### config.mk
export PLATFORM = sky130hd
export DESIGN_NAME = rp_core_top
export DESIGN_NICKNAME = d
export VERILOG_FILES = /design/src/logic/rp_sig_pkg.sv /design/src/logic/rp_cfg_pkg.sv /design/src/logic/adc_frontend.sv /design/src/logic/prop_ctrl.sv /design/src/logic/offset_gen.sv /design/src/logic/dac_mixer.sv /design/src/logic/hk_regs.sv /design/src/logic/rp_core_top.sv
export SDC_FILE = /design/constraint.sdc
export NUM_CORES = 1
export LEC_CHECK = 0
export ABC_AREA = 1
export BUFFER_PORTS_ARGS = -buffer_cell sky130_fd_sc_hd__buf_4
export CAP_MARGIN = 25
export CORE_MARGIN = 2
export CORE_UTILIZATION = 30
export CTS_BUF_LIST = sky130_fd_sc_hd__clkbuf_4
export DETAILED_ROUTE_END_ITERATION = 12
export PLACE_DENSITY = 0.48
export SYNTH_ARGS = -nofsm -noshare
export SYNTH_HDL_FRONTEND = slang
export SYNTH_SLANG_ARGS = --single-unit
### constraint.sdc
create_clock -name adc_clk -period 9.3 [get_ports adc_clk]
set_clock_uncertainty 0.2 [all_clocks]
set_input_delay 1.86 -clock adc_clk [delete_from_list [all_inputs] [get_ports adc_clk]]
set_output_delay 1.86 -clock adc_clk [all_outputs]
set_load 0.01 [all_outputs]
### src/logic/rp_sig_pkg.sv
/*
  Sample types for the two-channel analog path.
  Holds the raw converter code, the signed sample, the channel pairs and the
  code conversion and saturation helpers that the signal-path blocks import.
*/

package rp_sig_pkg;

  localparam int SMP_W = 14;                       // converter resolution
  localparam int SUM_W = SMP_W + 1;                // mixer sum, one guard bit

  localparam int SMP_MAX = 2**(SMP_W-1) - 1;       // largest sample
  localparam int SMP_MIN = -(2**(SMP_W-1));        // smallest sample

  typedef logic        [SMP_W-1:0] adc_code_t;     // negative-slope offset code
  typedef logic signed [SMP_W-1:0] sample_t;       // two's complement

  // one sample per channel
  typedef struct packed {
    sample_t a;
    sample_t b;
  } chan_pair_t;

  // one raw code per channel, used on both ADC and DAC side
  typedef struct packed {
    adc_code_t a;
    adc_code_t b;
  } dac_pair_t;

  // msb kept, rest inverted, same rule in both directions
  function automatic sample_t code_to_smp(input adc_code_t c);
    return {c[SMP_W-1], ~c[SMP_W-2:0]};
  endfunction

  function automatic adc_code_t smp_to_code(input sample_t s);
    return {s[SMP_W-1], ~s[SMP_W-2:0]};
  endfunction

  // clip a wide intermediate back into sample range
  function automatic sample_t sat_smp(input int v);
    if (v > SMP_MAX) return sample_t'(SMP_MAX);
    if (v < SMP_MIN) return sample_t'(SMP_MIN);
    return sample_t'(v);
  endfunction

endpackage

### src/logic/rp_cfg_pkg.sv
/*
  Register map and configuration types of the analog core.
  The APB register file fills core_cfg_t, the signal blocks read it.
*/

package rp_cfg_pkg;

  localparam int APB_AW = 12;                      // byte address
  localparam int APB_DW = 32;

  // register offsets
  localparam logic [APB_AW-1:0] REG_CTRL  = 12'h000; // loop, enables
  localparam logic [APB_AW-1:0] REG_ID    = 12'h004; // read only
  localparam logic [APB_AW-1:0] REG_SP_A  = 12'h010;
  localparam logic [APB_AW-1:0] REG_SP_B  = 12'h014;
  localparam logic [APB_AW-1:0] REG_KP_A  = 12'h018;
  localparam logic [APB_AW-1:0] REG_KP_B  = 12'h01C;
  localparam logic [APB_AW-1:0] REG_OFS_A = 12'h020;
  localparam logic [APB_AW-1:0] REG_OFS_B = 12'h024;
  localparam logic [APB_AW-1:0] REG_AMP   = 12'h028; // square amplitude
  localparam logic [APB_AW-1:0] REG_HALF  = 12'h02C; // half period, cycles

  localparam logic [APB_DW-1:0] CORE_ID = 32'h5250_0001;

  localparam int KP_SHIFT = 6;                     // gain is fixed point, 6 frac bits
  localparam int HALF_W   = 16;

  typedef logic signed [7:0] kp_t;

  // everything the signal path needs, straight from the registers
  typedef struct packed {
    logic                 dig_loop;   // DAC back into ADC path
    logic                 ctl_a_en;
    logic                 ctl_b_en;
    logic                 sq_en;      // square wave on
    rp_sig_pkg::sample_t  sp_a;       // setpoints
    rp_sig_pkg::sample_t  sp_b;
    kp_t                  kp_a;       // gains
    kp_t                  kp_b;
    rp_sig_pkg::sample_t  ofs_a;      // DC offsets
    rp_sig_pkg::sample_t  ofs_b;
    rp_sig_pkg::sample_t  amp;        // shared by both channels
    logic [HALF_W-1:0]    half;
  } core_cfg_t;

endpackage

### src/logic/adc_frontend.sv
/*
  ADC capture for both channels.
  Pins pass two register stages, then the negative-slope code becomes a
  signed sample. Digital loop swaps in the mixer output instead.
*/

`timescale 1ns/10ps

module adc_frontend
  import rp_sig_pkg::*, rp_cfg_pkg::*;
(
  input  logic       adc_clk,
  input  logic       arst_n_i,
  input  adc_code_t  adc_a_i,
  input  adc_code_t  adc_b_i,
  input  core_cfg_t  cfg_i,
  input  chan_pair_t loop_i,     // registered mixer result
  output chan_pair_t smp_o
);

  dac_pair_t raw_q;   // first stage next to the pins
  dac_pair_t raw_qq;  // second stage

  //////////////////////////////////////////////////////////////////////
  // two-stage pin capture
  //////////////////////////////////////////////////////////////////////

  always_ff @(posedge adc_clk or negedge arst_n_i) begin
    if (!arst_n_i) begin
      raw_q  <= '0;
      raw_qq <= '0;
    end else begin
      raw_q.a <= adc_a_i;
      raw_q.b <= adc_b_i;
      raw_qq  <= raw_q;
    end
  end

  //////////////////////////////////////////////////////////////////////
  // conversion and loopback select
  //////////////////////////////////////////////////////////////////////

  always_comb begin
    if (cfg_i.dig_loop) begin
      smp_o = loop_i;                    // DAC data seen as input
    end else begin
      smp_o.a = code_to_smp(raw_qq.a);
      smp_o.b = code_to_smp(raw_qq.b);
    end
  end

endmodule

### src/logic/prop_ctrl.sv
/*
  Proportional controller, one per channel.
  Output is kp * (setpoint - input) >> KP_SHIFT, clipped to a sample and
  registered once. A disabled channel outputs zero.
*/

`timescale 1ns/10ps

module prop_ctrl
  import rp_sig_pkg::*, rp_cfg_pkg::*;
(
  input  logic       adc_clk,
  input  logic       arst_n_i,
  input  chan_pair_t smp_i,
  input  core_cfg_t  cfg_i,
  output chan_pair_t ctl_o
);

  //////////////////////////////////////////////////////////////////////
  // per-channel term
  //////////////////////////////////////////////////////////////////////

  // error gets one extra bit so sp - x cannot wrap
  function automatic sample_t p_term(
    input sample_t sp,
    input sample_t x,
    input kp_t     kp
  );
    logic signed [SMP_W:0]              err;
    logic signed [SMP_W+$bits(kp_t):0]  prod;   // 15 x 8 bits
    err  = sp - x;
    prod = err * kp;
    // arithmetic shift drops the gain fraction
    return sat_smp(int'(prod >>> KP_SHIFT));
  endfunction

  //////////////////////////////////////////////////////////////////////
  // output register
  //////////////////////////////////////////////////////////////////////

  always_ff @(posedge adc_clk or negedge arst_n_i) begin
    if (!arst_n_i) begin
      ctl_o <= '0;
    end else begin
      // channel A
      if (cfg_i.ctl_a_en)
        ctl_o.a <= p_term(cfg_i.sp_a, smp_i.a, cfg_i.kp_a);
      else
        ctl_o.a <= '0;
      // channel B
      if (cfg_i.ctl_b_en)
        ctl_o.b <= p_term(cfg_i.sp_b, smp_i.b, cfg_i.kp_b);
      else
        ctl_o.b <= '0;
    end
  end

endmodule

### src/logic/offset_gen.sv
/*
  DC offset plus optional square wave for both channels.
  One half-period counter flips a shared phase; each channel adds or
  subtracts the amplitude from its own offset, clipped, registered.
*/

`timescale 1ns/10ps

module offset_gen
  import rp_sig_pkg::*, rp_cfg_pkg::*;
(
  input  logic       adc_clk,
  input  logic       arst_n_i,
  input  core_cfg_t  cfg_i,
  output chan_pair_t gen_o
);

  logic [HALF_W-1:0] cnt_q;
  logic [HALF_W:0]   cnt_nxt;   // extra bit, compare never wraps
  logic              phase_q;   // 0: +amp, 1: -amp
  int                amp_s;     // signed step applied to both

  assign cnt_nxt = cnt_q + 1'b1;

  // half period counter, parked at 0 while square is off
  always_ff @(posedge adc_clk or negedge arst_n_i) begin
    if (!arst_n_i) begin
      cnt_q   <= '0;
      phase_q <= 1'b0;
    end else if (!cfg_i.sq_en) begin
      cnt_q   <= '0;
      phase_q <= 1'b0;
    end else if (cnt_nxt >= {1'b0, cfg_i.half}) begin
      cnt_q   <= '0;
      phase_q <= ~phase_q;           // end of half period
    end else begin
      cnt_q   <= cnt_nxt[HALF_W-1:0];
    end
  end

  always_comb begin
    if (!cfg_i.sq_en)
      amp_s = 0;
    else if (phase_q)
      amp_s = -int'(cfg_i.amp);
    else
      amp_s = int'(cfg_i.amp);
  end

  always_ff @(posedge adc_clk or negedge arst_n_i) begin
    if (!arst_n_i) begin
      gen_o <= '0;
    end else begin
      gen_o.a <= sat_smp(int'(cfg_i.ofs_a) + amp_s);
      gen_o.b <= sat_smp(int'(cfg_i.ofs_b) + amp_s);
    end
  end

endmodule

### src/logic/dac_mixer.sv
/*
  Output mixer. Adds controller and generator per channel, clips the sum to
  14 bits and registers both the signed value (for loopback) and the
  negative-slope DAC code.
*/

`timescale 1ns/10ps

module dac_mixer
  import rp_sig_pkg::*;
(
  input  logic       adc_clk,
  input  logic       arst_n_i,
  input  chan_pair_t ctl_i,
  input  chan_pair_t gen_i,
  output chan_pair_t mix_o,
  output dac_pair_t  dac_o
);

  chan_pair_t mix_d;

  // sum with one guard bit, top two bits differ on overflow
  function automatic sample_t mix_sat(input sample_t x, input sample_t y);
    logic signed [SUM_W-1:0] sum;
    sum = x + y;
    if (^sum[SUM_W-1 -: 2])
      return {sum[SUM_W-1], {(SMP_W-1){~sum[SUM_W-1]}}};  // rail by sign
    return sum[SMP_W-1:0];
  endfunction

  assign mix_d.a = mix_sat(ctl_i.a, gen_i.a);
  assign mix_d.b = mix_sat(ctl_i.b, gen_i.b);

  //////////////////////////////////////////////////////////////////////
  // output registers
  //////////////////////////////////////////////////////////////////////

  always_ff @(posedge adc_clk or negedge arst_n_i) begin
    if (!arst_n_i) begin
      mix_o   <= '0;
      dac_o.a <= smp_to_code('0);    // mid scale, 0x1FFF
      dac_o.b <= smp_to_code('0);
    end else begin
      mix_o   <= mix_d;
      dac_o.a <= smp_to_code(mix_d.a);
      dac_o.b <= smp_to_code(mix_d.b);
    end
  end

endmodule

### src/logic/hk_regs.sv
/*
  APB3 register file of the analog core.
  No wait states; read data and error are decoded in the setup phase and
  presented in the access phase. Writes land on the access-phase edge.
*/

`timescale 1ns/10ps

module hk_regs
  import rp_cfg_pkg::*;
(
  input  logic              adc_clk,
  input  logic              arst_n_i,
  input  logic              psel_i,
  input  logic              penable_i,
  input  logic              pwrite_i,
  input  logic [APB_AW-1:0] paddr_i,
  input  logic [APB_DW-1:0] pwdata_i,
  output logic [APB_DW-1:0] prdata_o,
  output logic              pready_o,
  output logic              pslverr_o,
  output core_cfg_t         cfg_o
);

  core_cfg_t         cfg_q;
  logic              setup;     // first cycle of a transfer
  logic              access;    // second cycle
  logic              hit;       // address is mapped
  logic              wr_en;
  logic [APB_DW-1:0] rd_val;
  logic [APB_DW-1:0] rdata_q;
  logic              slverr_q;

  assign setup  = psel_i & ~penable_i;
  assign access = psel_i &  penable_i;

  //////////////////////////////////////////////////////////////////////
  // address decode and read mux
  //////////////////////////////////////////////////////////////////////

  always_comb begin
    hit    = 1'b1;
    rd_val = '0;
    case (paddr_i)
      REG_CTRL:  rd_val = APB_DW'({cfg_q.sq_en, cfg_q.ctl_b_en,
                                   cfg_q.ctl_a_en, cfg_q.dig_loop});
      REG_ID:    rd_val = CORE_ID;
      REG_SP_A:  rd_val = APB_DW'(cfg_q.sp_a);    // sign extended
      REG_SP_B:  rd_val = APB_DW'(cfg_q.sp_b);
      REG_KP_A:  rd_val = APB_DW'(cfg_q.kp_a);
      REG_KP_B:  rd_val = APB_DW'(cfg_q.kp_b);
      REG_OFS_A: rd_val = APB_DW'(cfg_q.ofs_a);
      REG_OFS_B: rd_val = APB_DW'(cfg_q.ofs_b);
      REG_AMP:   rd_val = APB_DW'(cfg_q.amp);
      REG_HALF:  rd_val = APB_DW'(cfg_q.half);    // unsigned count
      default:   hit    = 1'b0;
    endcase
  end

  // REG_ID is never written
  assign wr_en = access & pwrite_i & hit & (paddr_i != REG_ID);

  //////////////////////////////////////////////////////////////////////
  // configuration registers
  //////////////////////////////////////////////////////////////////////

  always_ff @(posedge adc_clk or negedge arst_n_i) begin
    if (!arst_n_i) begin
      cfg_q <= '0;
    end else if (wr_en) begin
      case (paddr_i)
        REG_CTRL: begin
          cfg_q.dig_loop <= pwdata_i[0];
          cfg_q.ctl_a_en <= pwdata_i[1];
          cfg_q.ctl_b_en <= pwdata_i[2];
          cfg_q.sq_en    <= pwdata_i[3];
        end
        REG_SP_A:  cfg_q.sp_a  <= pwdata_i[$bits(cfg_q.sp_a)-1:0];
        REG_SP_B:  cfg_q.sp_b  <= pwdata_i[$bits(cfg_q.sp_b)-1:0];
        REG_KP_A:  cfg_q.kp_a  <= pwdata_i[$bits(kp_t)-1:0];
        REG_KP_B:  cfg_q.kp_b  <= pwdata_i[$bits(kp_t)-1:0];
        REG_OFS_A: cfg_q.ofs_a <= pwdata_i[$bits(cfg_q.ofs_a)-1:0];
        REG_OFS_B: cfg_q.ofs_b <= pwdata_i[$bits(cfg_q.ofs_b)-1:0];
        REG_AMP:   cfg_q.amp   <= pwdata_i[$bits(cfg_q.amp)-1:0];
        REG_HALF:  cfg_q.half  <= pwdata_i[HALF_W-1:0];
        default:   cfg_q       <= cfg_q;
      endcase
    end
  end

  //////////////////////////////////////////////////////////////////////
  // response, valid only in the access phase
  //////////////////////////////////////////////////////////////////////

  always_ff @(posedge adc_clk or negedge arst_n_i) begin
    if (!arst_n_i) begin
      rdata_q  <= '0;
      slverr_q <= 1'b0;
    end else begin
      rdata_q  <= (setup && !pwrite_i) ? rd_val : '0;   // idle bus reads 0
      slverr_q <= setup & (~hit | (pwrite_i & (paddr_i == REG_ID)));
    end
  end

  assign prdata_o  = rdata_q;
  assign pslverr_o = slverr_q;
  assign pready_o  = 1'b1;          // never stalls
  assign cfg_o     = cfg_q;

endmodule

### src/logic/rp_core_top.sv
/*
  Analog core top. ADC capture, proportional controller, offset generator
  and DAC mixer, configured over APB. Pins to DAC take four cycles.
*/

`timescale 1ns/10ps

module rp_core_top
  import rp_sig_pkg::*, rp_cfg_pkg::*;
(
  input  logic              adc_clk,
  input  logic              arst_n_i,
  // APB3 slave
  input  logic              psel_i,
  input  logic              penable_i,
  input  logic              pwrite_i,
  input  logic [APB_AW-1:0] paddr_i,
  input  logic [APB_DW-1:0] pwdata_i,
  output logic [APB_DW-1:0] prdata_o,
  output logic              pready_o,
  output logic              pslverr_o,
  // converters
  input  adc_code_t         adc_a_i,
  input  adc_code_t         adc_b_i,
  output adc_code_t         dac_a_o,
  output adc_code_t         dac_b_o
);

  core_cfg_t  cfg;
  chan_pair_t smp;     // frontend samples
  chan_pair_t ctl;     // controller terms
  chan_pair_t gen;     // offset / square
  chan_pair_t mix;     // registered mixer result, loopback source
  dac_pair_t  dac;

  hk_regs i_hk (
    .adc_clk   (adc_clk  ),
    .arst_n_i  (arst_n_i ),
    .psel_i    (psel_i   ),
    .penable_i (penable_i),
    .pwrite_i  (pwrite_i ),
    .paddr_i   (paddr_i  ),
    .pwdata_i  (pwdata_i ),
    .prdata_o  (prdata_o ),
    .pready_o  (pready_o ),
    .pslverr_o (pslverr_o),
    .cfg_o     (cfg      )
  );

  adc_frontend i_fe (
    .adc_clk  (adc_clk ),
    .arst_n_i (arst_n_i),
    .adc_a_i  (adc_a_i ),
    .adc_b_i  (adc_b_i ),
    .cfg_i    (cfg     ),
    .loop_i   (mix     ),
    .smp_o    (smp     )
  );

  prop_ctrl i_ctl (
    .adc_clk  (adc_clk ),
    .arst_n_i (arst_n_i),
    .smp_i    (smp     ),
    .cfg_i    (cfg     ),
    .ctl_o    (ctl     )
  );

  offset_gen i_gen (
    .adc_clk  (adc_clk ),
    .arst_n_i (arst_n_i),
    .cfg_i    (cfg     ),
    .gen_o    (gen     )
  );

  dac_mixer i_mix (
    .adc_clk  (adc_clk ),
    .arst_n_i (arst_n_i),
    .ctl_i    (ctl     ),
    .gen_i    (gen     ),
    .mix_o    (mix     ),
    .dac_o    (dac     )
  );

  assign dac_a_o = dac.a;
  assign dac_b_o = dac.b;

endmodule

======== Word-level counts from Yosys, hierarchy flattened ========
Cells that the tools add are included.
storage, ports and cells
  input bits .............................. 77
  word-level logic and storage cells ...... 140
  register bits after elaboration ......... 324
  output and inout bits ................... 62
cells by class
  add/sub/neg operators ................... 8
  bitwise gates (word level) .............. 17
  eq/ne operators ......................... 11
  order comparisons ....................... 9
  multiply operators ...................... 2
  reduce and logical (&&, ||, !) cells .... 15
  mux-type cells .......................... 50
operator list
  operator                 number
  $pmux W32 S10            1
  $mux W14                 22
  $mux W32                 3
  $add A14 B32 Y32         2
  $gt A32 B14 Y1 const B   2
  $lt A32 B14 Y1 const B   2
  $not A13 Y13             4
  $eq A12 B5 Y1 const B    4
  $eq A12 B6 Y1 const B    4
  $mul A15 B8 Y23          2
  $gt A17 B14 Y1 const B   2
  $lt A17 B14 Y1 const B   2
  $mux W16                 2
  $neg A14 Y32             1
  $add A14 B14 Y15         2
  $sub A14 B14 Y15         2
  $mux W28                 1
  $mux W1                  21
  $reduce_and A2 Y1        9
  $add A16 B1 Y17 const B  1
  $ge A17 B16 Y1           1
  $eq A12 B3 Y1 const B    1
  $logic_not A12 Y1        1
  $ne A12 B3 Y1 const B    1
  8 further kinds          19

======== Logic depth before layout (Yosys ltp) ========
  depth in word-level cells ............... 12
  mapped depth ............................ 42
  mapped depth without buffers ............ 39

======== Cells and area by module ========
Synthesis repeated with hierarchy kept, for this count alone.
unflattened totals
  cell total of the unflattened synthesis .. 4043
  area, all modules ....................... 30011.3 µm²
modules (own cells, without submodules)
  module        area an instance (µm²)  seq. area each (µm²)  instances  cells an instance
  prop_ctrl     11258.3                 700.7                 1          1468
  offset_gen    7070.5                  1126.1                1          1194
  hk_regs       6368.6                  3128.0                1          813
  dac_mixer     3519.6                  1383.8                1          447
  adc_frontend  1794.2                  1401.3                1          121

======== Worst setup path before layout ========
Ideal clock, no wire load.
  path type ............................... reg2reg
  start ................................... reg i_hk.cfg_q, in the netlist i_hk.cfg_o[105]
  end ..................................... reg i_ctl.ctl_o[10] (netlist bit)
  cell stages (with the launch flop) ...... 32
  path slack .............................. 2.258 ns
  path buffers ............................ 4
  data arrival time ....................... 6.706 ns
  path through ............................ dfrtp_1 > clkbuf_1 > inv_1 > clkbuf_1 > clkbuf_1 > o21ai_0 > ha_1 > a21oi_1 > o21ai_0 > a21o_1 > a21oi_1 > o21ai_0 > nand2_1 > a22oi_2 > nor2_1 > fa_1 > inv_1 > fa_1 > fa_1 > fa_1 > inv_1 > ha_1 > a21o_1 > a21oi_1 > nor2_1 > a211oi_1 > nand3_1 > xnor2_1 > inv_1 > nand2_1 > buf_2 > a21oi_1
between the ends
  longest elaborated chain between the ends .. 10
  elaborated cells on any way between the ends .. 14
  classes of those cells .................. add/sub (1); mul (1); order compare (2); mux (10)
ends and longest elaborated chain
  item                    line                RTL
  from (decl)             hk_regs.sv:25       core_cfg_t cfg_q;
  from (signal assigned)  hk_regs.sv:86       default: cfg_q <= cfg_q;
  $mux W28 *              adc_frontend.sv:44  if (cfg_i.dig_loop) begin
  $sub A14 B14 Y15 *      prop_ctrl.sv:31     err = sp - x;
  $mul A15 B8 Y23 *       prop_ctrl.sv:32     prod = err * kp;
  $lt A17 B14 Y1          rp_sig_pkg.sv:42    if (v < SMP_MIN) return sample_t'(SMP_MIN);
  $mux W1 (2 in a row)    rp_sig_pkg.sv:42
  $mux W1                 prop_ctrl.sv:51     if (cfg_i.ctl_b_en)
  $mux W14                rp_sig_pkg.sv:43    return sample_t'(v);
  $mux W14 *              rp_sig_pkg.sv:42
  $mux W14 *              prop_ctrl.sv:51
  to (decl)               prop_ctrl.sv:16     output chan_pair_t ctl_o
Mark *: on every way between the ends. The rest lies on a longest branch, timed or not. The select of a mux whose other input is x is not followed.
A chain may end at the register's enable or synchronous reset.

======== Worst setup path in the final report ========
  start ................................... reg i_hk.cfg_q, in the netlist i_hk.cfg_o[105]
  end ..................................... reg i_ctl.ctl_o[21] (netlist bit)
between the ends
  longest elaborated chain between the ends .. 10
  elaborated cells on any way between the ends .. 14
  classes of those cells .................. add/sub (1); mul (1); order compare (2); mux (10)
ends and longest elaborated chain
  item                  line                RTL
  $mux W28 *            adc_frontend.sv:44
  $sub A14 B14 Y15 *    prop_ctrl.sv:31
  $mul A15 B8 Y23 *     prop_ctrl.sv:32
  $lt A17 B14 Y1        rp_sig_pkg.sv:42
  $mux W1 (2 in a row)  rp_sig_pkg.sv:42
  $mux W1               prop_ctrl.sv:46     if (cfg_i.ctl_a_en)
  $mux W14              rp_sig_pkg.sv:43
  $mux W14 *            rp_sig_pkg.sv:42
  $mux W14 *            prop_ctrl.sv:46
Marks and branches as above.

==> metrics.md <==
| Metric | Value |
|---|---|
| Vias post-DR | between 20,000 and 25,000 |
| Fin cells | about 5,400 |
| VDD IR max | approximately 0.000055 V |
| Antenna viol nets, final | 0 |
| Fin Hold WS | 0.149 ns |
| H-tree levels | 3 |
| CTS sink cnt | 308 |
| Fill count | between 10,000 and 15,000 |
| Cell count along the critical path | 31 |
| RD Place Congestion | ~0.91 |
| Top cell by count, worst path | nand2_1 |
| Ys async rst share | 100% |
| Fin. max-slew vios | 0 |
| Worst EP arrival | 8.43 ns |
| Status | completed |
| Number of synthesized register bits | 308 |
| Row count | roughly 110 |
| Final setup vio count | 0 |
| Layout Area Growth over Synthesis | 11.3% |
| Slowest CP cell | fa_1 |
| Main synth FF type | dfrtp_1 |
| Crit path time final | around 7.9 ns |
| Post-synthesis xor/xnor area fraction | 3.54% |
| Adder-Cell Fraction of Synth Area | a little under a quarter |
| Die ar. | 98,200 sq um |
| Startpoint types | flop |
| Top delay family on crit path | adder cells |
| Max Freq | 126 MHz |
| Worst Hold Class | reg2reg |
| Largest net degree at the start of global routing | about 140 |
| Root buffer cell | clkbuf_4 |
| Final #Nets | 4,530 |
| Cells on worst reg2reg path | 31 |
| Class of the most critical setup path | reg2reg |
| Share of cells above drive strength 1 | 9.46% |
| Total CTS buffers | between 80 and 90 |
| Mapped Cells | 3,896 |
| Dominant cells by area after synthesis | dfrtp_1 (25%), fa_1 (14%), nand2_1 (14%) |
| Unique masters post-synth | 60 |
| # hold bufs at CTS | 0 |
| Slowest stage delay, CP | between 0.6 and 0.7 ns |
| Post-Layout Inst Area | about 32,000 sq um |
| Number of I/O pins | approximately 140 |
| Synth Area in Simple Gates | 25.1% |
| Reg2reg start | i_hk.cfg_o[105]$_DFFE_PN0P_ |
| Clock buffer depth | 3 |
| Worst EP required | 9.78 ns |
| Crit-path max FO | 25 |
| Critical path origin | i_hk.cfg_o[105]$_DFFE_PN0P_ |
| Setup Buffers After CTS | 0 |
| Worst path bufs/invs | 6 |
| WL/cell | roughly 17 um |
| Combinational family with the most area after synthesis | simple AND/OR/NAND/NOR gates |
| Placed cells | around 5,200 |
| Sequential area share after synthesis | between 20% and 30% |
| RSZ-0062 raised after global routing | no |
| Post-route DRC | 0 |
| First-pass GRT wire length | roughly 140,000 um |
| Flop2flop setup slack | between 1 and 1.5 ns |
| Die W | ~310 um |
| Vias in the first global route | 24,700 |
| Global Route Usage Sum | 18.8% |
| Share of Yosys cell area claimed by the top area cell type | 24.6% |
| TritonCTS clock tree | built |
| Post-synthesis mux area share | less than 1% |
| CP Capture Type | flop |
| Max cap viols | 0 |
| Initial antenna violation count | 2 |
| Net Count, Synth | between 4,000 and 5,000 |
| Crit share post-route | roughly 85% |
| Initial core utilization | 30.3% |
| Leakage | 17.0 nW |
| Post-synthesis compound-gate area fraction | roughly a tenth |
| YS warnings | 0 |
| Most frequent cell after synthesis | nand2_1 |
| Via density | about 4.6 |
| Slew @ Worst Pin | approximately 0.94 ns |
| Post-synth EDFFs | 0 |
| Mapped Area | between 20,000 and 30,000 sq um |
| # resized after CTS | 0 |
| Placed inst area | about 31,000 sq um |
| Final HPWL DP | 74,800 um |
| Die H | between 300 and 400 um |
| Reg-to-Reg End | i_ctl.ctl_o[21]$_DFF_PN0_ |
| 1st-pass router iterations | 6 |
| Max_slew headroom | a little under two fifths |
| Total Wirelength | between 90,000 and 100,000 um |
| Crit path capture | i_ctl.ctl_o[21]$_DFF_PN0_ |
| Cell taking the most area after synthesis | dfrtp_1 |
| Final Hold Fails | 0 |
| Syn_area_per_cell | between 7 and 8 sq um |
| Power Dens Cells | slightly below 90 nW/um^2 |
| Total gr overflow | 0 |
| Buffers on Ports | 121 |
| Worst-skew pair later-pin latency | roughly 0.85 ns |
| Worst-path clk slew | around 0.060 ns |
| Setup TNS | 0 ns |
| Commonest cells in the netlist | nand2_1 (1,040), inv_1 (729), nor2_1 (380) |
| Initial DRC Count | 1,788 |
| Core area | between 90,000 and 100,000 sq um |
cells in the final DEF, fill, tap and decap left out, drive strengths merged, types with 20 or more instances in the layout:
cell type and count:
buf 133, nand2 1056, clkinv 20, o21ai 204
nand3 120, a21oi 208, nand4 44, xnor2 37
a221oi 22, fa 196, ha 221, nor2 405
clkbuf 127, nor3 45, dfrtp 282, inv 747
xor2 79, dfstp 26
power breakdown:
group          internal, mW  switching [mW]
sequential             1.35         0.00681
clock                 0.656           0.619
combinational        0.0344          0.0971
total                  2.04           0.723
routing by layer:
metal | part of all wire, % | up-vias | GRT usage [%] | wire [um]
met1 | 46 | 11700 | 25.3 | 41600
met4 | 2.7 | 0 | 5.67 | 2450
li1 | - | 12400 | - | -
met5 | 0 | - | 0 | 0
met3 | 4.5 | 126 | 2.10 | 4110
met2 | 47 | 550 | 31.6 | 43100
cells by family (layout without fill, tap and decap cells):
kind of cell	count (synthesis)	in the layout
flops	308	308
simple gates	1730	1730
mux	2	2
buf+inv	827	1031
compound gates	495	495
fa+ha+maj	417	417
other cells	1	9
xor+xnor	116	116
worst reg2reg max path: cells and delay by family, from the launching register on:
family	cells	cell delay (ns)
flops	1	0.37
fa+ha+maj	6	2.84
xor+xnor	1	0.15
buf+inv	6	1.31
simple gates	11	1.57
compound gates	7	1.36
final cells by class:
cell class / instances / area, sq um / area share [%]
Multi-Input combinational cell: 2761 / 17700 / 55.3
Sequential cell: 308 / 7740 / 24.2
Inverter: 747 / 2800 / 8.78
Tap cell: 1265 / 1580 / 4.95
Timing Repair Buffer: 133 / 1020 / 3.19
Clock buffer: 127 / 953 / 2.98
Clock inverter: 24 / 150 / 0.470
Antenna cell: 8 / 20.0 / 0.0627
flip-flops by register name, summed over array words and instances, names as in the netlist:
register	cells
i_mix.mix_o	26
i_gen.gen_o	28
i_gen.phase_q	1
i_fe.raw_q	28
i_hk.prdata_o	18
i_gen.cnt_q	16
i_hk.cfg_o	106
i_mix.dac_o	28
i_fe.raw_qq	28
i_hk.pslverr_o	1
i_ctl.ctl_o	28
through the flow:
stage | setup WS, ns | utilization (%) | power (mW)
4_1_cts | 1.25 | 33.7 | 2.82
6_report | 1.35 | 33.7 | 2.77
2_1_floorplan | 2.26 | - | 1.43
3_3_place_gp | 1.32 | 32.5 | 1.52
3_5_place_dp | 1.35 | 32.5 | 1.52
5_1_grt | 0.503 | 33.7 | 2.91
worst min path at each step:
| stage | startpoint | end | slack, ns | cells past startpoint |
|---|---|---|---|---|
| 6_report | i_fe.raw_q[1]$_DFF_PN0_ | i_fe.raw_qq[1]$_DFF_PN0_ | 0.15 | 0 |
| 5_1_grt | i_fe.raw_q[23]$_DFF_PN0_ | i_fe.raw_qq[23]$_DFF_PN0_ | 0.16 | 0 |
| 4_1_cts | i_fe.raw_q[1]$_DFF_PN0_ | i_fe.raw_qq[1]$_DFF_PN0_ | 0.15 | 0 |
| 3_5_place_dp | i_fe.raw_q[1]$_DFF_PN0_ | i_fe.raw_qq[1]$_DFF_PN0_ | 0.14 | 0 |
| 3_3_place_gp | i_fe.raw_q[27]$_DFF_PN0_ | i_fe.raw_qq[27]$_DFF_PN0_ | 0.13 | 0 |
| 2_1_floorplan | i_fe.raw_q[0]$_DFF_PN0_ | i_fe.raw_qq[0]$_DFF_PN0_ | 0.13 | 0 |
No activity file was read; power rests on OpenSTA's default activity.
